### config.mk
export PLATFORM = sky130hd
export DESIGN_NAME = laser_game_top
export DESIGN_NICKNAME = d
export VERILOG_FILES = /design/src/logic/laser_game_pkg.sv /design/src/logic/laser_game_top.sv /design/src/logic/hit_detect.sv /design/src/logic/laser_obstacle.sv /design/src/logic/background_draw.sv /design/src/logic/vga_timing.sv
export SDC_FILE = /design/constraint.sdc
export NUM_CORES = 1
export LEC_CHECK = 0
export ABC_CLOCK_PERIOD_IN_PS = 6000
export BUFFER_PORTS_ARGS = -buffer_cell sky130_fd_sc_hd__buf_2
export CAP_MARGIN = 20
export CORE_ASPECT_RATIO = 0.6
export CORE_MARGIN = 2
export CORE_UTILIZATION = 40
export CTS_CLUSTER_SIZE = 30
export DETAILED_ROUTE_END_ITERATION = 7
export PLACE_DENSITY_LB_ADDON = 0.3
export SYNTH_ARGS = -nofsm -noshare
export SYNTH_HDL_FRONTEND = slang
export SYNTH_SLANG_ARGS = --single-unit
### constraint.sdc
create_clock -name pclk -period 6 [get_ports pclk]
set_clock_uncertainty 0.1 [all_clocks]
set_input_delay 1.5 -clock pclk [delete_from_list [all_inputs] [get_ports pclk]]
set_output_delay 1.5 -clock pclk [all_outputs]
set_load 0.005 [all_outputs]
### src/logic/laser_game_pkg.sv
`default_nettype none

package laser_game_pkg;

  ////////////////////////////////////////
  // screen timing, 1024x768
  ////////////////////////////////////////
  localparam int COUNT_W  = 12;

  localparam int H_ACTIVE = 1024;
  localparam int H_FRONT  = 24;
  localparam int H_SYNC   = 136;
  localparam int H_TOTAL  = 1344;

  localparam int V_ACTIVE = 768;
  localparam int V_FRONT  = 3;
  localparam int V_SYNC   = 6;
  localparam int V_TOTAL  = 806;

  ////////////////////////////////////////
  // laser geometry and pacing
  ////////////////////////////////////////
  localparam int LASER_TOP         = 317;
  localparam int LASER_BOTTOM      = 617;
  localparam int LASER_LEFT_START  = 411;  // right edge starts one higher
  localparam int LASER_MID_START   = 511;
  localparam int LASER_RIGHT_START = 611;
  localparam int LASER_HALF_MAX    = 30;   // widening per side

  localparam int STEP_DELAY = 999;    // clocks between widening steps
  localparam int HOLD_DELAY = 19999;  // full beam stays this long

  // colours, 4 bits per channel
  localparam logic [11:0] BG_COLOR    = 12'h124;
  localparam logic [11:0] LASER_COLOR = 12'hfff;

  // fixed player box, inclusive edges
  localparam int PLAYER_X0 = 440;
  localparam int PLAYER_X1 = 470;
  localparam int PLAYER_Y0 = 500;
  localparam int PLAYER_Y1 = 560;

  typedef enum logic [1:0] {
    IDLE        = 2'b00,
    DRAW_LEFT   = 2'b01,
    DRAW_MIDDLE = 2'b10,
    DRAW_RIGHT  = 2'b11
  } laser_state_t;

endpackage

`default_nettype wire
### src/logic/laser_game_top.sv
`timescale 1ns/1ns
`default_nettype none

module laser_game_top
  import laser_game_pkg::*;
(
  input  wire logic        pclk,
  input  wire logic        rst,
  input  wire logic        start,
  input  wire logic        play_selected,
  input  wire logic        menu_on,
  input  wire logic [3:0]  level_sel,
  output logic             hsync,
  output logic             vsync,
  output logic [11:0]      rgb,
  output logic             working,
  output logic             done,
  output logic             hit,
  output logic [7:0]       hit_count
);

  // timing generator outputs
  logic [COUNT_W-1:0] hcount_t, vcount_t;
  logic               hsync_t, vsync_t, blank_t;

  // background stage outputs
  logic [COUNT_W-1:0] hcount_b, vcount_b;
  logic               hsync_b, vsync_b, blank_b;
  logic [11:0]        rgb_b;

  // laser pixel report
  logic               obstacle_on;
  logic [COUNT_W-1:0] obstacle_x, obstacle_y;

  ////////////////////////////////////////
  // pixel path
  ////////////////////////////////////////
  vga_timing u_vga_timing (
    .pclk   (pclk),
    .rst    (rst),
    .hcount (hcount_t),
    .vcount (vcount_t),
    .hsync  (hsync_t),
    .vsync  (vsync_t),
    .blank  (blank_t)
  );

  background_draw u_background_draw (
    .pclk       (pclk),
    .rst        (rst),
    .hcount_in  (hcount_t),
    .vcount_in  (vcount_t),
    .hsync_in   (hsync_t),
    .vsync_in   (vsync_t),
    .blank_in   (blank_t),
    .hcount_out (hcount_b),
    .vcount_out (vcount_b),
    .hsync_out  (hsync_b),
    .vsync_out  (vsync_b),
    .blank_out  (blank_b),
    .rgb_out    (rgb_b)
  );

  laser_obstacle u_laser_obstacle (
    .pclk          (pclk),
    .rst           (rst),
    .hcount_in     (hcount_b),
    .vcount_in     (vcount_b),
    .hsync_in      (hsync_b),
    .vsync_in      (vsync_b),
    .blank_in      (blank_b),
    .rgb_in        (rgb_b),
    .start         (start),
    .play_selected (play_selected),
    .menu_on       (menu_on),
    .level_sel     (level_sel),
    .hsync_out     (hsync),
    .vsync_out     (vsync),
    .rgb_out       (rgb),
    .obstacle_on   (obstacle_on),
    .obstacle_x    (obstacle_x),
    .obstacle_y    (obstacle_y),
    .working       (working),
    .done          (done)
  );

  // consumer of the laser pixels
  hit_detect u_hit_detect (
    .pclk        (pclk),
    .rst         (rst),
    .obstacle_on (obstacle_on),
    .obstacle_x  (obstacle_x),
    .obstacle_y  (obstacle_y),
    .start       (start),
    .working     (working),
    .hit         (hit),
    .hit_count   (hit_count)
  );

endmodule

`default_nettype wire

### src/logic/hit_detect.sv
`timescale 1ns/1ns
`default_nettype none

module hit_detect
  import laser_game_pkg::*;
(
  input  wire logic               pclk,
  input  wire logic               rst,
  input  wire logic               obstacle_on,
  input  wire logic [COUNT_W-1:0] obstacle_x,
  input  wire logic [COUNT_W-1:0] obstacle_y,
  input  wire logic               start,
  input  wire logic               working,
  output logic                    hit,
  output logic [7:0]              hit_count
);

  logic in_box;

  ////////////////////////////////////////
  // player box test
  ////////////////////////////////////////
  assign in_box = obstacle_on &&
                  (obstacle_x >= PLAYER_X0) && (obstacle_x <= PLAYER_X1) &&
                  (obstacle_y >= PLAYER_Y0) && (obstacle_y <= PLAYER_Y1);

  always_ff @(posedge pclk) begin
    if (rst) begin
      hit <= 1'b0;
    end else begin
      hit <= in_box;  // one clock pulse per laser pixel
    end
  end

  // saturating count, cleared by a fresh start
  always_ff @(posedge pclk) begin
    if (rst) begin
      hit_count <= 8'd0;
    end else if (start && !working) begin
      hit_count <= 8'd0;
    end else if (in_box && (hit_count != 8'hff)) begin
      hit_count <= hit_count + 1'b1;
    end
  end

  ////////////////////////////////////////
  // checks
  ////////////////////////////////////////
  // a hit always comes from a reported laser pixel one clock earlier
  a_hit_source: assert property (
    @(posedge pclk) disable iff (rst)
    hit |-> $past(obstacle_on)
  );

endmodule

`default_nettype wire

### src/logic/laser_obstacle.sv
`timescale 1ns/1ns
`default_nettype none

module laser_obstacle
  import laser_game_pkg::*;
(
  input  wire logic               pclk,
  input  wire logic               rst,
  input  wire logic [COUNT_W-1:0] hcount_in,
  input  wire logic [COUNT_W-1:0] vcount_in,
  input  wire logic               hsync_in,
  input  wire logic               vsync_in,
  input  wire logic               blank_in,
  input  wire logic [11:0]        rgb_in,
  input  wire logic               start,
  input  wire logic               play_selected,
  input  wire logic               menu_on,
  input  wire logic [3:0]         level_sel,
  output logic                    hsync_out,
  output logic                    vsync_out,
  output logic [11:0]             rgb_out,
  output logic                    obstacle_on,
  output logic [COUNT_W-1:0]      obstacle_x,
  output logic [COUNT_W-1:0]      obstacle_y,
  output logic                    working,
  output logic                    done
);

  laser_state_t state, state_nxt;

  logic [COUNT_W-1:0] laser_left, laser_right;
  logic [COUNT_W-1:0] laser_left_nxt, laser_right_nxt;
  logic [$clog2(STEP_DELAY+1)-1:0] step_cnt, step_cnt_nxt;
  logic [$clog2(HOLD_DELAY+1)-1:0] hold_cnt, hold_cnt_nxt;
  logic               bounce_back, bounce_back_nxt;
  logic               done_nxt;
  logic               beam_full;
  logic               in_beam;

  // left edge each beam grows from
  function automatic logic [COUNT_W-1:0] beam_origin(input laser_state_t s);
    case (s)
      DRAW_MIDDLE: beam_origin = COUNT_W'(LASER_MID_START);
      DRAW_RIGHT:  beam_origin = COUNT_W'(LASER_RIGHT_START);
      default:     beam_origin = COUNT_W'(LASER_LEFT_START);
    endcase
  endfunction

  assign beam_full = (laser_left + LASER_HALF_MAX) <= beam_origin(state);
  assign working   = (state != IDLE);

  ////////////////////////////////////////
  // state and beam registers
  ////////////////////////////////////////
  always_ff @(posedge pclk) begin
    if (rst) begin
      state       <= IDLE;
      laser_left  <= '0;
      laser_right <= '0;
      step_cnt    <= '0;
      hold_cnt    <= '0;
      bounce_back <= 1'b0;
      done        <= 1'b0;
    end else begin
      state       <= state_nxt;
      laser_left  <= laser_left_nxt;
      laser_right <= laser_right_nxt;
      step_cnt    <= step_cnt_nxt;
      hold_cnt    <= hold_cnt_nxt;
      bounce_back <= bounce_back_nxt;
      done        <= done_nxt;
    end
  end

  always_comb begin
    state_nxt       = state;
    laser_left_nxt  = laser_left;
    laser_right_nxt = laser_right;
    step_cnt_nxt    = step_cnt;
    hold_cnt_nxt    = hold_cnt;
    bounce_back_nxt = bounce_back;
    done_nxt        = 1'b0;
    case (state)
      IDLE: begin
        step_cnt_nxt    = '0;
        hold_cnt_nxt    = '0;
        bounce_back_nxt = 1'b0;
        if (start && play_selected && (level_sel == 4'd1)) begin
          state_nxt = DRAW_LEFT;
        end
      end
      default: begin
        if (menu_on || !play_selected) begin
          state_nxt    = IDLE;  // abort, no done
          step_cnt_nxt = '0;
          hold_cnt_nxt = '0;
        end else if (!beam_full) begin
          // widen one pixel per side each step
          if (step_cnt == STEP_DELAY) begin
            step_cnt_nxt    = '0;
            laser_left_nxt  = laser_left - 1'b1;
            laser_right_nxt = laser_right + 1'b1;
          end else begin
            step_cnt_nxt = step_cnt + 1'b1;
          end
        end else if (hold_cnt == HOLD_DELAY) begin
          hold_cnt_nxt = '0;
          step_cnt_nxt = '0;
          // left, middle, right, right, middle, left
          case (state)
            DRAW_LEFT: begin
              if (bounce_back) begin
                state_nxt = IDLE;
                done_nxt  = 1'b1;
              end else begin
                state_nxt = DRAW_MIDDLE;
              end
            end
            DRAW_MIDDLE: state_nxt = bounce_back ? DRAW_LEFT : DRAW_RIGHT;
            default: begin
              state_nxt       = bounce_back ? DRAW_MIDDLE : DRAW_RIGHT;
              bounce_back_nxt = 1'b1;  // second right turns the sweep
            end
          endcase
        end else begin
          hold_cnt_nxt = hold_cnt + 1'b1;
        end
      end
    endcase
    // every new beam starts 2 pixels wide
    if ((state_nxt != IDLE) && (state_nxt != state || hold_cnt_nxt != hold_cnt) &&
        (hold_cnt_nxt == '0) && (step_cnt_nxt == '0) && (state == IDLE || beam_full)) begin
      laser_left_nxt  = beam_origin(state_nxt);
      laser_right_nxt = beam_origin(state_nxt) + 1'b1;
    end
  end

  ////////////////////////////////////////
  // pixel overlay
  ////////////////////////////////////////
  assign in_beam = working && !blank_in &&
                   (hcount_in >= laser_left) && (hcount_in <= laser_right) &&
                   (vcount_in >= LASER_TOP) && (vcount_in <= LASER_BOTTOM);

  always_ff @(posedge pclk) begin
    if (rst) begin
      hsync_out   <= 1'b0;
      vsync_out   <= 1'b0;
      rgb_out     <= 12'h000;
      obstacle_on <= 1'b0;
    end else begin
      hsync_out   <= hsync_in;
      vsync_out   <= vsync_in;
      rgb_out     <= in_beam ? LASER_COLOR : rgb_in;
      obstacle_on <= in_beam;
    end
  end

  always_ff @(posedge pclk) begin
    obstacle_x <= hcount_in;  // valid with obstacle_on
    obstacle_y <= vcount_in;
  end

  // edges never cross
  a_edges_ordered: assert property (
    @(posedge pclk) disable iff (rst)
    laser_left <= laser_right
  );

  a_done_single: assert property (
    @(posedge pclk) disable iff (rst)
    done |=> !done
  );

endmodule

`default_nettype wire

### src/logic/background_draw.sv
`timescale 1ns/1ns
`default_nettype none

module background_draw
  import laser_game_pkg::*;
(
  input  wire logic               pclk,
  input  wire logic               rst,
  input  wire logic [COUNT_W-1:0] hcount_in,
  input  wire logic [COUNT_W-1:0] vcount_in,
  input  wire logic               hsync_in,
  input  wire logic               vsync_in,
  input  wire logic               blank_in,
  output logic [COUNT_W-1:0]      hcount_out,
  output logic [COUNT_W-1:0]      vcount_out,
  output logic                    hsync_out,
  output logic                    vsync_out,
  output logic                    blank_out,
  output logic [11:0]             rgb_out
);

  ////////////////////////////////////////
  // one clock pixel stage
  ////////////////////////////////////////
  always_ff @(posedge pclk) begin
    if (rst) begin
      hsync_out <= 1'b0;
      vsync_out <= 1'b0;
      blank_out <= 1'b0;
      rgb_out   <= 12'h000;
    end else begin
      hsync_out <= hsync_in;
      vsync_out <= vsync_in;
      blank_out <= blank_in;
      // black outside the visible area, later stages only overlay
      if (blank_in) begin
        rgb_out <= 12'h000;
      end else begin
        rgb_out <= BG_COLOR;
      end
    end
  end

  // counts carry no state of their own
  always_ff @(posedge pclk) begin
    if (rst) begin
      hcount_out <= '0;
      vcount_out <= '0;
    end else begin
      hcount_out <= hcount_in;  // same delay as rgb
      vcount_out <= vcount_in;
    end
  end

endmodule

`default_nettype wire

### src/logic/vga_timing.sv
`timescale 1ns/1ns
`default_nettype none

module vga_timing
  import laser_game_pkg::*;
(
  input  wire logic               pclk,
  input  wire logic               rst,
  output logic [COUNT_W-1:0]      hcount,
  output logic [COUNT_W-1:0]      vcount,
  output logic                    hsync,
  output logic                    vsync,
  output logic                    blank
);

  logic [COUNT_W-1:0] hcount_nxt;
  logic [COUNT_W-1:0] vcount_nxt;

  ////////////////////////////////////////
  // free running counters
  ////////////////////////////////////////
  always_comb begin
    if (hcount == COUNT_W'(H_TOTAL - 1)) begin
      hcount_nxt = '0;
      if (vcount == COUNT_W'(V_TOTAL - 1)) begin
        vcount_nxt = '0;  // end of frame
      end else begin
        vcount_nxt = vcount + 1'b1;
      end
    end else begin
      hcount_nxt = hcount + 1'b1;
      vcount_nxt = vcount;
    end
  end

  // sync and blank are decoded from the next count,
  // so they line up with the registered counters
  always_ff @(posedge pclk) begin
    if (rst) begin
      hcount <= '0;
      vcount <= '0;
      hsync  <= 1'b0;
      vsync  <= 1'b0;
      blank  <= 1'b0;
    end else begin
      hcount <= hcount_nxt;
      vcount <= vcount_nxt;
      hsync  <= (hcount_nxt >= H_ACTIVE + H_FRONT) &&
                (hcount_nxt <  H_ACTIVE + H_FRONT + H_SYNC);
      vsync  <= (vcount_nxt >= V_ACTIVE + V_FRONT) &&
                (vcount_nxt <  V_ACTIVE + V_FRONT + V_SYNC);
      blank  <= (hcount_nxt >= H_ACTIVE) || (vcount_nxt >= V_ACTIVE);
    end
  end

  ////////////////////////////////////////
  // checks
  ////////////////////////////////////////
  // counters stay inside the frame
  a_count_range: assert property (
    @(posedge pclk) disable iff (rst)
    (hcount < H_TOTAL) && (vcount < V_TOTAL)
  );

endmodule

`default_nettype wire

== Word-level counts from Yosys, hierarchy flattened ==
Cells that the tools add are included.
Operators by class
  multiplexer cells: 37
  add/subtract/negate cells: 9
  shift-type cells: 0
  divide/modulo/power cells: 0
  reductions and logical operators: 38
  bitwise gates (word level): 5
  $mul: 0
  eq/ne operators: 16
  order comparisons: 15
Operator list (number)
  $mux W12: 15
  $mux W15: 4
  $mux W10: 5
  $add A12 B1 Y12 const B: 4
  $pmux W10 S2: 2
  $ge A12 B9 Y1 const B: 3
  $le A32 B10 Y1: 1
  $ge A12 B10 Y1 const B: 2
  $ge A12 B11 Y1 const B: 2
  $le A12 B10 Y1 const B: 2
  $logic_and A1 B1 Y1: 19
  $add A15 B1 Y15 const B: 1
  $eq A15 B15 Y1 const B: 1
  $logic_not A15 Y1: 1
  $ne A15 B15 Y1: 1
  $mux W2: 7
  $add A12 B5 Y13 const B: 1
  $eq A12 B10 Y1 const B: 1
  $eq A12 B11 Y1 const B: 1
  $ge A12 B12 Y1: 1
  $le A12 B12 Y1: 1
  $le A12 B9 Y1 const B: 1
  $lt A12 B10 Y1 const B: 1
  $lt A12 B11 Y1 const B: 1
  other kinds (22): 42
Word-level totals
  input port bits: 9
  word-level logic and storage cells: 146
  memory bits (read-only): 0
  latch bits: 0
  register bits: 167
  output and inout port bits: 25
  memory bits (writable): 0
  memories kept: 0

== Longest topological paths before layout ==
  depth after elaboration: 15
  gate-level depth with buffers: 20
  depth with buffers taken out: 18

== By module ==
A second synthesis with hierarchy kept.
Unflattened totals
  cell total of the unflattened synthesis: 960
  area, all modules: 8368.0 sq um
By module, submodules not included
  laser_obstacle: area each 5312.6 sq um, cells each 617, times used 1, sequential area each 1841.8 sq um
  vga_timing: area each 1604.0 sq um, cells each 198, times used 1, sequential area each 540.5 sq um
  background_draw: area each 862.1 sq um, cells each 70, times used 1, sequential area each 560.5 sq um
  hit_detect: area each 589.3 sq um, cells each 75, times used 1, sequential area each 180.2 sq um

== Worst setup path after synthesis ==
OpenSTA, ideal clock, no wires.
  path kind: reg-to-reg
  start point: register u_laser_obstacle.laser_left[1]
  end point: register u_laser_obstacle.laser_right[3]
  period minus slack after synthesis: 4150 ps
  data required time: 5763 ps
  setup time: 137 ps
  stages on the path, launching flop included: 21
  path slack: 1850 ps
  data arrival time: 3914 ps
  path buffers: 2
  cells stage by stage: dfxtp_1 -> inv_1 -> ha_1 -> or3b_4 -> nand3_1 -> nor2_1 -> xnor2_1 -> ha_1 -> nand3_1 -> nor2_1 -> and4_1 -> a31oi_1 -> clkbuf_1 -> buf_2 -> o41ai_1 -> o31a_1 -> nor2b_1 -> inv_1 -> ha_1 -> nor4_2 -> a211oi_1
On the way
  longest elaborated chain between the ends: 13
  elaborated cells between the ends (all ways): 33
  those cells by class: add/sub: 2; order compare: 1; eq/ne: 7; mux: 12; reduce/logical: 11
Ends and longest elaborated chain
  from (decl): RTL line laser_obstacle.sv:31  | logic [COUNT_W-1:0] laser_left, laser_right;
  from (signal assigned): RTL line laser_obstacle.sv:66  | laser_left <= laser_left_nxt;
  $add A12 B5 Y13 (*): RTL line laser_obstacle.sv:49  | assign beam_full = (laser_left + LASER_HALF_MAX) <= beam_origin(state);
  $le A32 B10 Y1 (*): RTL line laser_obstacle.sv:49
  branches (longest 11 deep; another with $add A12 B1 Y12)
  to (signal assigned): RTL line laser_obstacle.sv:67  | laser_right <= laser_right_nxt;
  to (decl): RTL line laser_obstacle.sv:31
Mark *: on every way between the ends. The select of a mux whose other input is x is not followed.
A chain may end at the register's enable or synchronous reset.

== Worst setup path in the final report ==
  start point: register u_laser_obstacle.laser_left[1]
  end point: register u_laser_obstacle.laser_left[7]
On the way
  longest elaborated chain between the ends: 13
  elaborated cells between the ends (all ways): 36
  those cells by class: add/sub: 2; order compare: 1; eq/ne: 7; mux: 15; reduce/logical: 11
Ends and longest elaborated chain
  $add A12 B5 Y13: RTL line laser_obstacle.sv:49
  $le A32 B10 Y1: RTL line laser_obstacle.sv:49
  $mux W15 / $mux W2 (equally long branches): RTL line laser_obstacle.sv:97  | end else if (!beam_full) begin
  $mux W15 / $mux W2 (equally long branches): RTL line laser_obstacle.sv:93  | if (menu_on || !play_selected) begin
  $mux W15 / $mux W2 (equally long branches): RTL line laser_obstacle.sv:83  | case (state)
  $ne A15 B15 Y1 / $ne A2 B2 Y1 (equally long branches): RTL line laser_obstacle.sv:131  | if ((state_nxt != IDLE) && (state_nxt != state || hold_cnt_nxt != hold_cnt) &&
  $logic_or A1 B1 Y1: RTL line laser_obstacle.sv:131
  $logic_and A1 B1 Y1 (2 in series): RTL line laser_obstacle.sv:131
  $logic_and A1 B1 Y1 (2 in series): RTL line laser_obstacle.sv:132  | (hold_cnt_nxt == '0) && (step_cnt_nxt == '0) && (state == IDLE || beam_full)) begin
  $ne A2 B2 Y1 (no source line) / $reduce_bool A2 Y1 (equally long branches)
  $reduce_and A4 Y1 (no source line)
Several ways; a longest one is shown, not always the timed one. The select of a mux whose other input is x is not followed.

==> results by group <==
Layout
  • N_diodes: 0
  • Fin area: 8730 um2
  • Area grow syn2layout: 11.1%
  • Nets@finish: around 980
  • Layout cells sized above 1: roughly a tenth

Hold path
  • Hold WC Path Type: reg -> reg

Logic synthesis
  • Cell taking the most area after synthesis: dfxtp_1
  • Async S/R FF share, synth: 0%
  • Ys flop type: dfxtp_1
  • Post-synthesis sequential area ratio: approximately 37%
  • Mapped Cells: 924
  • Post-synth EDFFs: 0
  • Most frequent cell after synthesis: dfxtp_1
  • Yosys reg bits: between 100 and 150
  • Synth area leaders: dfxtp_1 37%, ha_1 7.8%, nor2_1 4.7%, xnor2_1 4.0%, nor2b_1 2.9%
  • Cell variety after synth: between 70 and 80
  • Yosys top cell area share: between 30% and 40%
  • Netlist Area Pre-Place: 7860 um2
  • Commonest cells in the netlist: 145 x dfxtp_1, 98 x nor2_1, 60 x nand2_1
  • Synthesized area per cell: around 8.5 um2
  • Mapped Nets: a little under 1k
  • Syn. warnings: 0

Global routing
  • Aggregate global-route resource usage: between 10% and 20%
  • GRT Residual Overflow: 0
  • Vias in the first global route: around 5.7k
  • Largest net degree at the start of global routing: 46
  • First-pass GRT wire length: about 30000 um
  • Antenna violations before repair: 0

Setup path
  • Worst reg2reg path depth: 19
  • Crit Path Class: reg -> reg
  • CP endpoint kind: flip-flop
  • CP startpoint: u_laser_obstacle.laser_left[1]
  • Max Fanout on Critical Path: 15
  • CP arrival: roughly 5200 ps
  • Reg2reg start: u_laser_obstacle.laser_left[1]
  • Register-to-Register Setup Slack: slightly above 1000 ps
  • RR Endpoint: u_laser_obstacle.laser_left[7]
  • Critical path endpoint: u_laser_obstacle.laser_left[7]
  • Critical path startpoint category: flip-flop
  • Req. time, crit path: roughly 6300 ps

Detailed routing
  • ANT nets after route: 0
  • 1st-pass router iterations: 5
  • Metal2 WL: 6490 um
  • Top layer in use: met4
  • WL per Instance: between 15 and 20 um
  • Initial drt markers: roughly 740
  • Vias: about 6.5k
  • Routed wl met3: between 1500 and 2000 um
  • # DRC: 0
  • Vias/cell: between 5 and 6
  • Routed wire length: approximately 19000 um
  • Met1 WL: approximately 10000 um

Timing
  • Slew HR: between 20% and 30%
  • Max Transition Viols Final: 0
  • Setup_tns: 0 ps
  • RSZ-0062 raised after global routing: no
  • Minimum clock period: a little under 5000 ps
  • Tcrit/Tclk final: just over 80%
  • Endpoints failing setup: 0
  • Fmax: approximately 200 MHz
  • Final Hold Viols: 0
  • Slew @ Worst Pin: approximately 1100 ps

Power
  • Peak supply drop: around 0.17 mV
  • Leak pwr: about 3.3 nW
  • Power per cell area: ~250 nW/um2

Job
  • Max_cap viols: 0

Die
  • Site row count: 39
  • Die H: 113 um
  • Io pins: 34
  • Initial Util: between 40% and 50%
  • Total die area: roughly 21000 um2
  • Die W: approximately 180 um
  • Core area: 19100 um2

Clock tree
  • CTS Sinks: 145
  • Post-CTS resize count: 0
  • CTS max path bufs: 2
  • Num CTS Buffers: 17
  • # hold bufs at CTS: 0
  • H-tree depth: 4
  • Clk_lat worst skew: between 400 and 500 ps
  • CTS tree: done
  • Postcts setup bufs: 0
  • Clock root buffer: clkbuf_16
  • Clk slew on worst S/H paths: 70 ps

Placement
  • DPL Wire Length: approximately 14000 um
  • PortBufs: 33
  • Routability cong.: 0.915
  • DP Area: ~8100 um2

Status
  • Run status: completed
==> layout by cell type, fill, tap and decap left out, types with 34 or more instances in the layout <==
cell,synthesis,routed
a21oi_1,40,40
nand2_1,60,60
xnor2_1,36,36
nor2b_1,37,37
dfxtp_1,145,145
nor2_1,98,98
ha_1,49,49
inv_1,44,44
o21ai_0,34,34
nor3_1,34,34
==> through the flow <==
stage | std cells | hold slack, ps | worst slack [ps] | utilization [%] | power [mW]
2_1_floorplan | 924 | 231 | 1850 | - | 1.02
3_3_place_gp | 1170 | 236 | 1280 | 42.3 | 1.03
5_1_grt | 1202 | 258 | 649 | 45.6 | 2.23
6_report | 1202 | 251 | 1040 | 45.6 | 2.16
4_1_cts | 1202 | 253 | 1120 | 45.6 | 2.18
3_5_place_dp | 1170 | 238 | 1120 | 42.3 | 1.03
==> registers in the layout (all words and copies together), names as in the netlist, 12 cells and up <==
signal,flops
u_background_draw.vcount_out,12
u_vga_timing.vcount,12
u_vga_timing.hcount,12
u_laser_obstacle.laser_right,12
u_laser_obstacle.laser_left,12
u_laser_obstacle.hold_cnt,15
u_background_draw.hcount_out,12
u_laser_obstacle.obstacle_y,12
u_laser_obstacle.obstacle_x,12
==> cells by family (layout without fill, tap and decap cells) <==
group	Yosys count	count (layout)	share of synthesized area, %
flip-flops	145	145	37.0
AND/OR/NAND/NOR	392	392	26.9
AO/OA/AOI/OAI	171	171	14.7
XOR/XNOR	58	58	6.47
adder cells (fa/ha/maj)	49	49	7.81
buffers and inverters	102	114	6.13
multiplexers	7	7	1.00
==> metal layers <==
metal  global-route usage (%)  vias up
li1                         -     3297
met3                     5.55       13
met4                     4.87        0
met5                        0        -
met2                     21.7      199
met1                     30.3     3006
==> where the power goes <==
group / leakage, nW / switching [mW] / internal, mW
combinational: 1.79 / 0.0252 / 0.0159
sequential: 1.17 / 0.00411 / 0.967
clock: 0.307 / 0.431 / 0.715
total: 3.27 / 0.460 / 1.70
==> worst max-delay path, stage by stage (launching register included) <==
cell	delay, ps
dfxtp_1	350
inv_1	140
ha_1	280
or3b_4	430
nand3_1	140
nor2_1	70
xnor2_1	120
ha_1	310
nand3_1	90
nor2_1	120
o21ai_0	150
a31oi_2	360
buf_4	300
o21ai_0	150
nor4_1	260
nand4_1	250
and2_0	340
nor3_2	500
buf_4	260
o311a_1	180
==> area by class of cell <==
cell class / instances / area (um2)
clock buffers: 19 / 443
clock inverters: 13 / 199
fillers: 1859 / 10400
inverters: 44 / 165
multi-input cells: 677 / 4480
flip-flops and latches: 145 / 2900
well taps: 266 / 333
repair buffers: 38 / 203
==> how the worst min path moves through the flow <==
stage | cells past startpoint | from | to | slack [ps]
6_report | 0 | u_background_draw.vcount_out[0] | u_laser_obstacle.obstacle_y[0] | 250
5_1_grt | 0 | u_background_draw.hcount_out[0] | u_laser_obstacle.obstacle_x[0] | 260
4_1_cts | 0 | u_background_draw.hcount_out[0] | u_laser_obstacle.obstacle_x[0] | 250
3_5_place_dp | 0 | u_background_draw.vcount_out[0] | u_laser_obstacle.obstacle_y[0] | 240
3_3_place_gp | 0 | u_background_draw.hcount_out[0] | u_laser_obstacle.obstacle_x[0] | 240
2_1_floorplan | 0 | u_background_draw.hcount_out[0] | u_laser_obstacle.obstacle_x[0] | 230
No activity file was read; power rests on OpenSTA's default activity.
